===== config.mk =====
export PLATFORM = sky130hd
export DESIGN_NAME = fm_chip
export DESIGN_NICKNAME = d
export VERILOG_FILES = /design/src/source/fm_pkg.sv /design/src/source/fm_acc.sv /design/src/source/fm_bus_sync.sv /design/src/source/fm_chip.sv /design/src/source/fm_mmr.sv /design/src/source/fm_pg.sv /design/src/source/fm_timers.sv
export SDC_FILE = /design/constraint.sdc
export NUM_CORES = 1
export LEC_CHECK = 0
export BUFFER_PORTS_ARGS = -buffer_cell sky130_fd_sc_hd__buf_2
export CORE_ASPECT_RATIO = 0.75
export CORE_MARGIN = 10
export CORE_UTILIZATION = 25
export CTS_CLUSTER_SIZE = 8
export DETAILED_ROUTE_END_ITERATION = 10
export HOLD_SLACK_MARGIN = 0.12
export SLEW_MARGIN = 10
export SYNTH_ARGS = -nofsm -noshare
export SYNTH_HDL_FRONTEND = slang
export SYNTH_HIERARCHICAL = 1
export SYNTH_SLANG_ARGS = --single-unit

===== constraint.sdc =====
create_clock -name clk_int -period 11.7 [get_ports clk_int]
set_input_delay 3.51 -clock clk_int [delete_from_list [all_inputs] [get_ports clk_int]]
set_output_delay 3.51 -clock clk_int [all_outputs]
set_load 0.02 [all_outputs]

===== src/source/fm_pkg.sv =====
`default_nettype none

package fm_pkg;

	// Field widths
	localparam int fnum_w     = 11;
	localparam int block_w    = 3;
	localparam int tl_w       = 7;
	localparam int phase_w    = 20;
	localparam int out_w      = 10;
	// Room for up to 16 channels in the slot index
	localparam int slot_idx_w = 4;

	// Register map, channel registers sit at base + channel
	typedef enum logic [7:0] {
		timer_a_hi   = 8'h24,
		timer_a_lo   = 8'h25,
		timer_b      = 8'h26,
		timer_ctl    = 8'h27,
		tl_base      = 8'h40,
		fnum_lo_base = 8'hA0,
		fnum_hi_base = 8'hA4,
		pan_base     = 8'hB4
	} reg_addr_e;

	typedef enum logic [1:0] {
		idle,
		data_wait,
		busy_hold
	} mmr_state_e;

	typedef struct packed {
		logic       write;
		logic       addr;
		logic [7:0] data;
	} bus_req_t;

	typedef struct packed {
		logic [fnum_w-1:0]  fnum;
		logic [block_w-1:0] block;
		logic [tl_w-1:0]    tl;
		logic [1:0]         rl;
	} ch_cfg_t;

	typedef struct packed {
		ch_cfg_t               cfg;
		logic [slot_idx_w-1:0] idx;
		logic                  ph_rst;
		logic                  last;
	} slot_t;

	typedef struct packed {
		logic            sign;
		logic [tl_w-1:0] tl;
		logic [1:0]      rl;
		logic            last;
	} op_out_t;

	typedef struct packed {
		logic [9:0] value_a;
		logic [7:0] value_b;
		logic       run_a;
		logic       run_b;
		logic       en_a;
		logic       en_b;
		logic       clr_a;
		logic       clr_b;
	} timer_ctl_t;

endpackage

`default_nettype wire


===== src/source/fm_acc.sv =====
`timescale 1ns/1ps
`default_nettype none

module fm_acc (
	input  wire logic                        clk_int,
	input  wire logic                        rst,
	input  wire fm_pkg::op_out_t             op,
	output logic signed [fm_pkg::out_w-1:0]  snd_left,
	output logic signed [fm_pkg::out_w-1:0]  snd_right,
	output logic                             sample
);

	localparam int ow = fm_pkg::out_w;
	localparam int mw = fm_pkg::tl_w + 1;

	logic [mw-1:0]        mag;
	logic signed [ow-1:0] amp;
	logic signed [ow-1:0] add_l;
	logic signed [ow-1:0] add_r;
	logic signed [ow-1:0] sum_l;
	logic signed [ow-1:0] sum_r;

	// Square wave of height 127 - tl
	always_comb begin
		mag   = mw'(127) - {1'b0, op.tl};
		amp   = op.sign ? -$signed(ow'(mag)) : $signed(ow'(mag));
		add_l = op.rl[1] ? amp : '0;
		add_r = op.rl[0] ? amp : '0;
	end

	always_ff @(posedge clk_int) begin
		if (rst) begin
			sum_l     <= '0;
			sum_r     <= '0;
			snd_left  <= '0;
			snd_right <= '0;
			sample    <= 1'b0;
		end else begin
			sample <= op.last;
			if (op.last) begin
				// Close the frame and start a fresh sum
				snd_left  <= sum_l + add_l;
				snd_right <= sum_r + add_r;
				sum_l     <= '0;
				sum_r     <= '0;
			end else begin
				sum_l <= sum_l + add_l;
				sum_r <= sum_r + add_r;
			end
		end
	end

endmodule

`default_nettype wire


===== src/source/fm_bus_sync.sv =====
`timescale 1ns/1ps
`default_nettype none

module fm_bus_sync (
	input  wire logic            clk_int,
	input  wire logic            rst,
	input  wire logic [7:0]      din,
	input  wire logic            addr,
	input  wire logic            cs_n,
	input  wire logic            wr_n,
	input  wire logic            busy,
	input  wire logic            flag_a,
	input  wire logic            flag_b,
	output fm_pkg::bus_req_t     req,
	output logic [7:0]           dout
);

	logic wr_act;
	logic wr_act_q;

	// Write strobe is active only with chip select
	assign wr_act = ~cs_n & ~wr_n;

	always_ff @(posedge clk_int) begin
		if (rst) begin
			wr_act_q <= 1'b0;
		end else begin
			wr_act_q <= wr_act;
		end
	end

	// One request per low pulse of wr_n
	always_ff @(posedge clk_int) begin
		if (rst) begin
			req <= '0;
		end else begin
			req.write <= wr_act & ~wr_act_q;
			req.addr  <= addr;
			req.data  <= din;
		end
	end

	// Status byte, busy on top and timer flags at the bottom
	always_ff @(posedge clk_int) begin
		if (rst) begin
			dout <= 8'h00;
		end else begin
			dout <= {busy, 5'b00000, flag_b, flag_a};
		end
	end

endmodule

`default_nettype wire


===== src/source/fm_chip.sv =====
`timescale 1ns/1ps
`default_nettype none

module fm_chip #(
	parameter int ch_count = 4
) (
	input  wire logic                       clk_int,
	input  wire logic                       rst,
	input  wire logic [7:0]                 din,
	input  wire logic                       addr,
	input  wire logic                       cs_n,
	input  wire logic                       wr_n,
	output logic [7:0]                      dout,
	output logic signed [fm_pkg::out_w-1:0] snd_left,
	output logic signed [fm_pkg::out_w-1:0] snd_right,
	output logic                            sample,
	output logic                            irq_n
);

	fm_pkg::bus_req_t   req;
	fm_pkg::slot_t      slot;
	fm_pkg::timer_ctl_t tctl;
	fm_pkg::op_out_t    op;
	logic               busy;
	logic               frame;
	logic               flag_a;
	logic               flag_b;

	fm_bus_sync u_bus_sync (
		.clk_int (clk_int),
		.rst     (rst),
		.din     (din),
		.addr    (addr),
		.cs_n    (cs_n),
		.wr_n    (wr_n),
		.busy    (busy),
		.flag_a  (flag_a),
		.flag_b  (flag_b),
		.req     (req),
		.dout    (dout)
	);

	fm_mmr #(.ch_count(ch_count)) u_mmr (
		.clk_int (clk_int),
		.rst     (rst),
		.req     (req),
		.busy    (busy),
		.slot    (slot),
		.frame   (frame),
		.tctl    (tctl)
	);

	fm_timers u_timers (
		.clk_int (clk_int),
		.rst     (rst),
		.frame   (frame),
		.tctl    (tctl),
		.flag_a  (flag_a),
		.flag_b  (flag_b),
		.irq_n   (irq_n)
	);

	// Slot stream through phase and accumulator stages
	fm_pg #(.ch_count(ch_count)) u_pg (
		.clk_int (clk_int),
		.rst     (rst),
		.slot    (slot),
		.op      (op)
	);

	fm_acc u_acc (
		.clk_int   (clk_int),
		.rst       (rst),
		.op        (op),
		.snd_left  (snd_left),
		.snd_right (snd_right),
		.sample    (sample)
	);

endmodule

`default_nettype wire


===== src/source/fm_mmr.sv =====
`timescale 1ns/1ps
`default_nettype none

module fm_mmr #(
	parameter int ch_count = 4
) (
	input  wire logic             clk_int,
	input  wire logic             rst,
	input  wire fm_pkg::bus_req_t req,
	output logic                  busy,
	output fm_pkg::slot_t         slot,
	output logic                  frame,
	output fm_pkg::timer_ctl_t    tctl
);

	localparam int aw = $clog2(ch_count);
	localparam int iw = fm_pkg::slot_idx_w;
	localparam logic [iw-1:0] last_slot = iw'(ch_count - 1);

	fm_pkg::mmr_state_e  state;
	logic [1:0]          hold_cnt;
	logic [7:0]          sel;
	logic                data_wr;
	logic [7:0]          off_tl;
	logic [7:0]          off_flo;
	logic [7:0]          off_fhi;
	logic [7:0]          off_pan;
	fm_pkg::ch_cfg_t     pend [ch_count];
	fm_pkg::ch_cfg_t     act [ch_count];
	logic [ch_count-1:0] rst_pend;
	logic [ch_count-1:0] rst_act;
	logic [iw-1:0]       cnt;

	assign busy    = (state == fm_pkg::busy_hold);
	assign data_wr = req.write & req.addr & (state == fm_pkg::data_wait);

	// Channel offsets within each register group
	assign off_tl  = sel - 8'(fm_pkg::tl_base);
	assign off_flo = sel - 8'(fm_pkg::fnum_lo_base);
	assign off_fhi = sel - 8'(fm_pkg::fnum_hi_base);
	assign off_pan = sel - 8'(fm_pkg::pan_base);

	// Address then data, busy for four cycles after each data write
	always_ff @(posedge clk_int) begin
		if (rst) begin
			state    <= fm_pkg::idle;
			hold_cnt <= 2'd0;
			sel      <= 8'h00;
		end else begin
			case (state)
				fm_pkg::idle: begin
					if (req.write && !req.addr) begin
						sel   <= req.data;
						state <= fm_pkg::data_wait;
					end
				end
				fm_pkg::data_wait: begin
					if (req.write && !req.addr) begin
						sel <= req.data;
					end else if (req.write) begin
						hold_cnt <= 2'd0;
						state    <= fm_pkg::busy_hold;
					end
				end
				fm_pkg::busy_hold: begin
					hold_cnt <= hold_cnt + 2'd1;
					if (hold_cnt == 2'd3)
						state <= fm_pkg::data_wait;
				end
				default: state <= fm_pkg::idle;
			endcase
		end
	end

	// Timer settings, clear bits are single-cycle pulses
	always_ff @(posedge clk_int) begin
		if (rst) begin
			tctl <= '0;
		end else begin
			tctl.clr_a <= 1'b0;
			tctl.clr_b <= 1'b0;
			if (data_wr) begin
				case (sel)
					fm_pkg::timer_a_hi: tctl.value_a[9:2] <= req.data;
					fm_pkg::timer_a_lo: tctl.value_a[1:0] <= req.data[1:0];
					fm_pkg::timer_b:    tctl.value_b      <= req.data;
					fm_pkg::timer_ctl: begin
						tctl.run_a <= req.data[0];
						tctl.run_b <= req.data[1];
						tctl.en_a  <= req.data[2];
						tctl.en_b  <= req.data[3];
						tctl.clr_a <= req.data[4];
						tctl.clr_b <= req.data[5];
					end
					default: ;
				endcase
			end
		end
	end

	// Slot counter, pending channel copy and frame swap
	always_ff @(posedge clk_int) begin
		if (rst) begin
			for (int i = 0; i < ch_count; i++) begin
				pend[i] <= '0;
				act[i]  <= '0;
			end
			rst_pend <= '0;
			rst_act  <= '0;
			cnt      <= '0;
		end else begin
			cnt <= (cnt == last_slot) ? '0 : cnt + 1'b1;
			if (cnt == last_slot) begin
				act      <= pend;
				rst_act  <= rst_pend;
				rst_pend <= '0;
			end
			// Writes after the swap land in the following frame
			if (data_wr) begin
				if (off_tl < ch_count)
					pend[off_tl[aw-1:0]].tl <= req.data[6:0];
				if (off_flo < ch_count) begin
					pend[off_flo[aw-1:0]].fnum[7:0] <= req.data;
					rst_pend[off_flo[aw-1:0]]       <= 1'b1;
				end
				if (off_fhi < ch_count) begin
					pend[off_fhi[aw-1:0]].block      <= req.data[5:3];
					pend[off_fhi[aw-1:0]].fnum[10:8] <= req.data[2:0];
					rst_pend[off_fhi[aw-1:0]]        <= 1'b1;
				end
				if (off_pan < ch_count)
					pend[off_pan[aw-1:0]].rl <= req.data[7:6];
			end
		end
	end

	always_comb begin
		slot.cfg    = act[cnt[aw-1:0]];
		slot.idx    = cnt;
		slot.ph_rst = rst_act[cnt[aw-1:0]];
		slot.last   = (cnt == last_slot);
	end

	// Frame pulse rides along with slot 0
	assign frame = (cnt == '0);

endmodule

`default_nettype wire


===== src/source/fm_pg.sv =====
`timescale 1ns/1ps
`default_nettype none

module fm_pg #(
	parameter int ch_count = 4
) (
	input  wire logic          clk_int,
	input  wire logic          rst,
	input  wire fm_pkg::slot_t slot,
	output fm_pkg::op_out_t    op
);

	localparam int aw = $clog2(ch_count);
	localparam int pw = fm_pkg::phase_w;

	logic [pw-1:0] phase_mem [ch_count];
	logic [pw-1:0] cur;
	logic [pw-1:0] step;
	logic [aw-1:0] ch;

	assign ch = slot.idx[aw-1:0];

	always_comb begin
		cur  = phase_mem[ch];
		// Frequency number scaled by octave
		step = pw'(slot.cfg.fnum) << slot.cfg.block;
	end

	// Read, then write back stepped or cleared phase
	always_ff @(posedge clk_int) begin
		if (rst) begin
			for (int i = 0; i < ch_count; i++)
				phase_mem[i] <= '0;
		end else if (slot.ph_rst) begin
			phase_mem[ch] <= '0;
		end else begin
			phase_mem[ch] <= cur + step;
		end
	end

	// Sign uses the phase from before this frame's step
	always_ff @(posedge clk_int) begin
		if (rst) begin
			op <= '0;
		end else begin
			op.sign <= cur[pw-1];
			op.tl   <= slot.cfg.tl;
			op.rl   <= slot.cfg.rl;
			op.last <= slot.last;
		end
	end

endmodule

`default_nettype wire


===== src/source/fm_timers.sv =====
`timescale 1ns/1ps
`default_nettype none

module fm_timers (
	input  wire logic               clk_int,
	input  wire logic               rst,
	input  wire logic               frame,
	input  wire fm_pkg::timer_ctl_t tctl,
	output logic                    flag_a,
	output logic                    flag_b,
	output logic                    irq_n
);

	logic [9:0] cnt_a;
	logic [7:0] cnt_b;
	logic [1:0] pre_b;
	logic       run_a_q;
	logic       run_b_q;
	logic       load_a;
	logic       load_b;
	logic       ov_a;
	logic       ov_b;

	// Start value is loaded on the rising edge of run
	assign load_a = tctl.run_a & ~run_a_q;
	assign load_b = tctl.run_b & ~run_b_q;

	assign ov_a = frame & tctl.run_a & run_a_q & (cnt_a == 10'h3ff);
	// Timer B steps on every fourth frame
	assign ov_b = frame & tctl.run_b & run_b_q & (pre_b == 2'd3) & (cnt_b == 8'hff);

	always_ff @(posedge clk_int) begin
		if (rst) begin
			cnt_a   <= 10'd0;
			cnt_b   <= 8'd0;
			pre_b   <= 2'd0;
			run_a_q <= 1'b0;
			run_b_q <= 1'b0;
		end else begin
			run_a_q <= tctl.run_a;
			run_b_q <= tctl.run_b;

			if (load_a || ov_a)
				cnt_a <= tctl.value_a;
			else if (frame && tctl.run_a)
				cnt_a <= cnt_a + 10'd1;

			if (load_b) begin
				cnt_b <= tctl.value_b;
				pre_b <= 2'd0;
			end else if (frame && tctl.run_b) begin
				pre_b <= pre_b + 2'd1;
				if (ov_b)
					cnt_b <= tctl.value_b;
				else if (pre_b == 2'd3)
					cnt_b <= cnt_b + 8'd1;
			end
		end
	end

	// Overflow beats a clear arriving in the same cycle
	always_ff @(posedge clk_int) begin
		if (rst) begin
			flag_a <= 1'b0;
			flag_b <= 1'b0;
		end else begin
			if (ov_a && tctl.en_a)
				flag_a <= 1'b1;
			else if (tctl.clr_a)
				flag_a <= 1'b0;

			if (ov_b && tctl.en_b)
				flag_b <= 1'b1;
			else if (tctl.clr_b)
				flag_b <= 1'b0;
		end
	end

	assign irq_n = ~(flag_a | flag_b);

endmodule

`default_nettype wire


# --- Yosys cells after proc, flatten, opt, wreduce, memory -nomap -nowiden ---
# Memories as Yosys holds them, arrays and structs flattened. A register that Yosys moved wholly into a read port is not among the register bits.
# Cells that the tools add are included.
word_totals:
  regBits: 327
  mem_bits_rw: 80
  inputBits: 13
  memories: 1
memory_table:
  columns: ["memory", "words", "width", "read_ports", "rd_clocked_by_memory_dff", "wr", "line_no", "text"]
  rows:
  - ["u_pg.phase_mem", 4, 20, 1, 1, 4, "fm_pg.sv:16", "logic [pw-1:0] phase_mem [ch_count];"]
classes:
  n_addsub: 14
  magnitude_cmp: 18
  eq_ne: 15
  shifts: 1
  muxes: 75
  bitwise_logic: 30
  reduce_logical: 35
ops:
  columns: ["op", "n"]
  rows:
  - ["2-to-1 mux 92 bit", 10]
  - ["bitwise mux 92 bit", 5]
  - ["demux 23 bit (select 2 bit)", 5]
  - ["2-to-1 mux 23 bit", 3]
  - ["2-to-1 mux 20 bit", 3]
  - ["2-to-1 mux 10 bit", 5]
  - ["binary-select mux 23 bit (select 2 bit)", 1]
  - ["== test 8 x 6 -> 1 bit (second input constant)", 4]
  - ["less-than comparator 8 x 3 -> 1 bit (second input constant)", 4]
  - ["2-to-1 mux 8 bit", 4]
  - ["2-to-1 mux 4 bit", 7]
  - ["subtractor 8 bit (second input constant)", 3]
  - ["adder 10 bit", 2]
  - ["adder 20 bit", 1]
  - ["OR reduction 20 bit", 1]
  - ["<< shifter 11 x 3 -> 20 bit", 1]
  - ["2-to-1 mux 2 bit", 9]
  - ["2-to-1 mux 1 bit", 16]
  - ["greater-or-equal comparator 3 bit (second input constant)", 5]
  - ["inverter 2 -> 3 bit", 5]
  - ["bitwise AND 1 bit", 13]
  - ["less-than comparator 3 x 1 -> 1 bit (second input constant)", 4]
  - ["2-to-1 mux 12 bit", 1]
  - ["AND reduction 2 bit", 6]
  - ["other kinds (35)", 70]

# --- Longest topological paths before layout ---
# Gate-level depths: netlist (run 1).
logic_depth:
  word_depth: 21
  mapped_depth: 16
  depth_no_buf: 13

# --- Hierarchy ---
# The synthesis (run 1) kept the hierarchy.
modules_own_cells:
  columns: ["module", "instances", "cells_each", "area_per_inst_um2", "seq_area_each_um2"]
  rows:
  - ["fm_mmr", 1, 968, 9132.5, 4644.5]
  - ["fm_pg", 1, 448, 5063.6, 2622.5]
  - ["fm_acc", 1, 270, 2361.0, 820.8]
  - ["fm_timers", 1, 163, 1402.6, 480.5]
  - ["fm_bus_sync", 1, 35, 435.4, 280.3]

# --- Worst setup path before layout (run 1) ---
# OpenSTA, ideal clock, no wires.
synth_timing:
  kind: "in2reg"
  from: "input port rst"
  to: "memory u_pg/phase_mem[1][0] (netlist bit) (enable)"
  setup_ns: 0.380
  arrival_ns: 4.702
  slack_ns: 6.618
  stages: 4
  path_cell_list: "clkbuf_1 -> or3b_1 -> clkbuf_1 -> nand2b_1"
synth_lines:
  columns: ["element", "line_no", "text"]
  rows:
  - ["start: declaration", "fm_chip.sv:8", "input wire logic rst,"]
  - ["end: declaration", "fm_pg.sv:16", null]

==> impl_results.md, run 1 <==
- Slew Limit Fails: 0
- Reg-to-Reg Start: u_mmr/cnt[1]
- Num CTS Buffers: 56
- Async set-reset flop share out of synthesis: 0%
- Crit end category: flop
- FMAX: 0.190 GHz
- Syn_area_per_cell: 9.76 sq um
- Pleak: 7.88 nW
- Tightest Hold Check Type: reg2reg
- CP Launch Type: flop
- Finished Cell Area: 21000 sq um
- Pre-antenna DRT Iters: 5
- CP Class: reg2reg
- Vias: 13507
- Residual DRC: 0
- Reg2reg setup slack: 6430 ps
- Rel. slew slack: 33.3%
- GR Util met1: 13.8%
- Clock-pin slew on the worst setup and hold paths: 50 ps
- Overall Power: 0.00318 W
- CTS Sinks: 402
- NumNets Final: 1938
- Initial Util: 25.1%
- TritonCTS clock tree: done
- Final setup fails: 0
- Total core area: 73200 sq um
- Io pins: 43
- Total track usage: 10.1%
- Post-synthesis cell area: 18400 sq um
- Worst hold stages: 1
- Final Hold Viols: 0
- Hold_buf cts: 0
- Met2 Usage GRT: 16.2%
- GRT busiest layer: met2
- CP required: 12010 ps
- Final Cycle Share: 45.0%
- Number of diodes: 0
- Worst Tran Pin Value: 1000 ps
- Placed insts: 2787
- FF+latch count, synth: 402
- Vias in the first global route: 13265
- DRT antenna net count: 0
- Synth-to-layout area growth: 13.9%
- Final std cells w/o fill: 2862
- Distinct cells, synth: 92
- Placement-stage cell area: 19400 sq um
- Post-Syn Instances: 1884
- First-pass GRT wire length: 71500 um
- WL/cell: 15.5 um
- DIE WIDTH: 333 um
- Routability Congestion: 0.845
- R2r endpoint: u_pg/phase_mem[1][19]
- Avg Vias per Cell: 4.72
- Final min period: 5270 ps
- Post-CTS setup buffer count: 0
- Max Cap Viol: 0
- Cell Pwr Density: 152 nW/um^2
- Worst vdd ir: 0.0991 mV
- RSZ-0062 raised after global routing: no
- Number of port buffers: 37
- Number of synthesized flops with an enable pin: 80
- Primary FF master, synth: dfxtp_1
- FP Rows: 86
- GR Layer Usage met3: 2.00%
- Routed WL: 44200 um
- Hold Path Sink: u_bus_sync/req[9]
- Initial antenna violation count: 0
- Height of the die: 255 um
- Clk_skew: 25.5 ps
- # resized after CTS: 0
- Yosys warning count: 6
- R2r worst-path depth: 12
- Critical path peak fanout: 30
- Starting DRT DRC Count: 1156
- Share of post-route cells with drive strength above 1: 10.7%
- Setup TNS: 0 ps
- Dpl hpwl: 29100 um
- Sequential share of the synthesized area: 48.1%
- Full die area: 84900 sq um
- Worst skew pair latency: 600 ps
- Min Hold Slack: 425 ps
- CTS root buf: clkbuf_16
- Overflow after GRT: 0
- HP Start: u_bus_sync/wr_act_q
- Clock Path Buffers: 3
- Run status: finished, final reports clean
- CP Data Arrival Time: 5580 ps
- Largest net degree at the start of global routing: 213
- H-tree levels: 2
-- cell type report --
cell class                      count  area (sq um)
Clock inverter                      4           106
Timing Repair Buffer               48           289
Sequential cell                   402          8850
Multi-Input combinational cell   1335          8910
Tap cell                          968          1210
Inverter                           34           128
Fill cell                        7566         52200
Clock buffer                       71          1460
-- state kept, by name, summed over array words and instances (netlist names), 11 cells and up --
signal	flops
u_pg/op	11
u_pg/phase_mem	80
u_mmr/act	92
u_mmr/pend	92
u_mmr/tctl	24
-- placed cells by master (no fill, tap or decap), types with 45 or more instances in the layout --
cell	synthesis	final
a21oi_1	160	160
clkbuf_16	0	56
dfxtp_1	322	320
edfxtp_1	80	80
ha_1	45	45
mux2i_1	106	106
nand2_1	286	285
nand2b_1	77	77
nor2_1	155	155
o21ai_0	60	60
-- worst max-delay path by stage --
| stage | startpoint | to | slack (ps) | depth (start not counted) |
|---|---|---|---|---|
| after floorplan | rst | u_pg/phase_mem[1][0] | 6620 | 4 |
| after global placement | rst | u_pg/phase_mem[3][15] | 6130 | 3 |
| after detailed placement | rst | u_pg/phase_mem[3][12] | 6070 | 3 |
| after CTS | u_mmr/cnt[1] | u_pg/phase_mem[0][13] | 6470 | 12 |
| after global routing | u_mmr/cnt[1] | u_pg/phase_mem[2][13] | 6190 | 12 |
| final | u_mmr/cnt[1] | u_pg/phase_mem[1][19] | 6430 | 12 |
-- Yosys cell counts (32+ instances only) --
master	number	area [sq um]
clkbuf_1	79	297
a21oi_1	160	801
o21ai_0	60	300
nand3_1	37	185
edfxtp_1	80	2400
nand2_1	286	1070
mux2i_1	106	1060
nor2_1	155	582
nand2b_1	77	482
mux4_2	44	991
nor2b_1	41	257
dfxtp_1	322	6450
inv_1	32	120
ha_1	45	563
-- metrics by stage --
stage | setup slack [ps] | util [%]
2_1_floorplan | 6620 | -
3_3_place_gp | 6130 | 26.5
3_5_place_dp | 6070 | 26.5
4_1_cts | 6470 | 28.6
5_1_grt | 6190 | 28.6
6_report | 6430 | 28.6
-- power by group --
part	total, W	switching [W]	leakage [nW]	internal, W
Clock	0.00147	0.000586	0.752	0.000882
Sequential	0.00149	0.0000290	3.44	0.00146
Combinational	0.000231	0.000150	3.70	0.0000816
Total	0.00318	0.000765	7.88	0.00242
-- metal layers --
layer,vias to the layer above,share of wire (%)
li1,6548,-
met1,6521,48
met2,354,44
met3,84,5.8
met4,0,2.2
met5,-,0
-- critical path, cell delays in order (launching register included) --
cell and delay (ps):
dfxtp_2 920, buf_4 620, mux4_2 780, mux2_2 360
o21ai_0 310, mux2i_1 160, ha_1 420, and4_1 290
and3_1 200, o21ai_1 210, a21o_1 260, a311oi_2 350
nor2_1 90
-- cells by family (layout without fill, tap and decap cells) --
group           Yosys count  in the layout  share of synthesized area (%)
fa+ha+maj                48             48                           3.39
buf+inv                 151            157                           3.60
simple gates            776            776                           21.2
xor+xnor                 35             35                           1.67
other cells               1              5                         0.0204
flops                   402            402                           48.1
compound gates          316            316                           10.6
mux                     155            155                           11.5
Power figures use the tool's default switching activity.
==> run 2, diff against run 1 <==
- clock period: 11.7 -> 4.4 ns (I/O delays scaled with it)
==> run 2 against run 1 <==
  * Sequential cell count unchanged
  * Die area unchanged
  * Fmax is 28% higher
  * Combinational power grew to 2.8 times the previous value
  * Routed wire length increased by 0.59%
  * Register-to-register slack lost 6200 ps
  * Sequential share of layout area is essentially flat
  * Critical path type unchanged
==> impl_results.md, run 2 (same netlist as run 1, synthesis figures left out) <==
- Run status: finished, final reports clean
- Reg-to-Reg Start: u_mmr/cnt[1]
- Starting DRT DRC Count: 1021
- Worst skew pair latency: 600 ps
- DR WL met3: 2540 um
- Initial Util: 25.1%
- Cell Pwr Density: 402 nW/um^2
- RSZ-0062 raised after global routing: no
- Critical path peak fanout: 20
- Setup TNS: 0 ps
- Num CTS Buffers: 56
- CP required: 4710 ps
- Initial antenna violation count: 0
- Biggest regs: u_mmr/act (92), u_mmr/pend (92), u_pg/phase_mem (80)
- NumNets Final: 1948
- Min Hold Slack: 432 ps
- Routability Congestion: 0.859
- FP Rows: 86
- Placed insts: 2797
- DRT antenna net count: 0
- Overflow after GRT: 0
- Slew Limit Fails: 0
- Dpl hpwl: 30100 um
- Final std cells w/o fill: 2872
- Final Cycle Share: 93.7%
- Max Cap Viol: 0
- Clock Path Buffers: 3
- Crit end category: flop
- TritonCTS clock tree: done
- Worst hold stages: 1
- CP Class: reg2reg
- Routed WL: 44500 um
- FMAX: 0.243 GHz
- # resized after CTS: 0
- Finished Core Util: 28.7%
- R2r worst-path depth: 12
- Met2 wire len: 19400 um
- Final setup fails: 0
- Tightest Hold Check Type: reg2reg
- Total track usage: 10.2%
- Pre-antenna DRT Iters: 5
- Io pins: 43
- Worst Tran Pin Value: 1070 ps
- Clk_skew: 22.6 ps
- Final Hold Viols: 0
- Worst vdd ir: 0.270 mV
- Pleak: 7.92 nW
- Synth-to-layout area growth: 14.0%
- Hold Path Sink: u_bus_sync/req[9]
- Avg Vias per Cell: 4.73
- WL/cell: 15.5 um
- CP Data Arrival Time: 4430 ps
- R2r endpoint: u_pg/phase_mem[1][13]
- Residual DRC: 0
- Rel. slew slack: 28.4%
- Largest net degree at the start of global routing: 101
- Vias in the first global route: 13263
- Most frequent cells in the layout: dfxtp_1 (320), nand2_1 (285), a21oi_1 (160)
- Full die area: 84900 sq um
- CP Launch Type: flop
- HP Start: u_bus_sync/wr_act_q
- Number of diodes: 0
- Total core area: 73200 sq um
- Overall Power: 0.00843 W
- Number of port buffers: 37
- Reg2reg setup slack: 280 ps
- Clock-pin slew on the worst setup and hold paths: 50 ps
- Final min period: 4120 ps
- DIE WIDTH: 333 um
- Commonest non-fill, non-tap cell in the layout: dfxtp_1
- Post-CTS setup buffer count: 0
- First-pass GRT wire length: 71600 um
- Top Layer Used: met4
- Hold_buf cts: 0
- CTS Sinks: 402
- DRT met1 WL: 21700 um
- CTS root buf: clkbuf_16
- H-tree levels: 2
- Share of post-route cells with drive strength above 1: 11.2%
- Height of the die: 255 um
- Vias: 13596
## run 2: cell count changes in the layout (fill, tap and decap cells not counted), sizes merged
| cell | change |
|---|---|
| inv | +2 |
| clkbuf | +1 |
| clkinv | -2 |
| buf | +10 |
| bufinv | -1 |
## run 2: through the flow
step	setup slack, ps	area (sq um)
floorplan	384	18400
global placement	416	19400
detailed placement	371	19400
CTS	334	21000
global route	57.7	21000
finish	279	21000
## run 2: layout make-up
class | count | area [sq um]
Clock buffer | 72 | 1490
Clock inverter | 3 | 22.5
Timing Repair Buffer | 58 | 352
Fill cell | 7641 | 52200
Multi-Input combinational cell | 1335 | 8910
Tap cell | 968 | 1210
Inverter | 34 | 128
Sequential cell | 402 | 8850
## run 2: power by group
part / internal [W] / switching (W)
logic: 0.000224 / 0.000424
clock network: 0.00232 / 0.00154
registers: 0.00387 / 0.0000539
total: 0.00641 / 0.00202
## run 2: worst max path at each step
| stage | end | start | depth (start not counted) |
|---|---|---|---|
| final | u_pg/phase_mem[1][13] | u_mmr/cnt[1] | 12 |
| after floorplan | u_pg/phase_mem[0][18] | u_mmr/cnt[0] | 14 |
| after global routing | u_pg/phase_mem[0][13] | u_mmr/cnt[1] | 12 |
| after global placement | u_pg/phase_mem[1][13] | u_mmr/cnt[1] | 12 |
| after CTS | u_pg/phase_mem[0][13] | u_mmr/cnt[1] | 12 |
| after detailed placement | u_pg/phase_mem[0][13] | u_mmr/cnt[1] | 12 |
## run 2: critical path: stages, from the launching register on
cell	delay, ps
dfxtp_2	440
buf_4	330
mux4_2	560
mux2_2	290
mux2i_1	210
o21ai_0	130
ha_1	370
a21oi_1	270
o221ai_1	190
a21oi_1	450
a21oi_1	170
nor3_1	330
nor3_1	90
## run 2: metal layers
metal / track usage, % / up-vias
met1: 14.1 / 6605
met5: 0 / -
li1: - / 6598
met3: 2.20 / 65
met4: 2.77 / 0
met2: 16.1 / 328
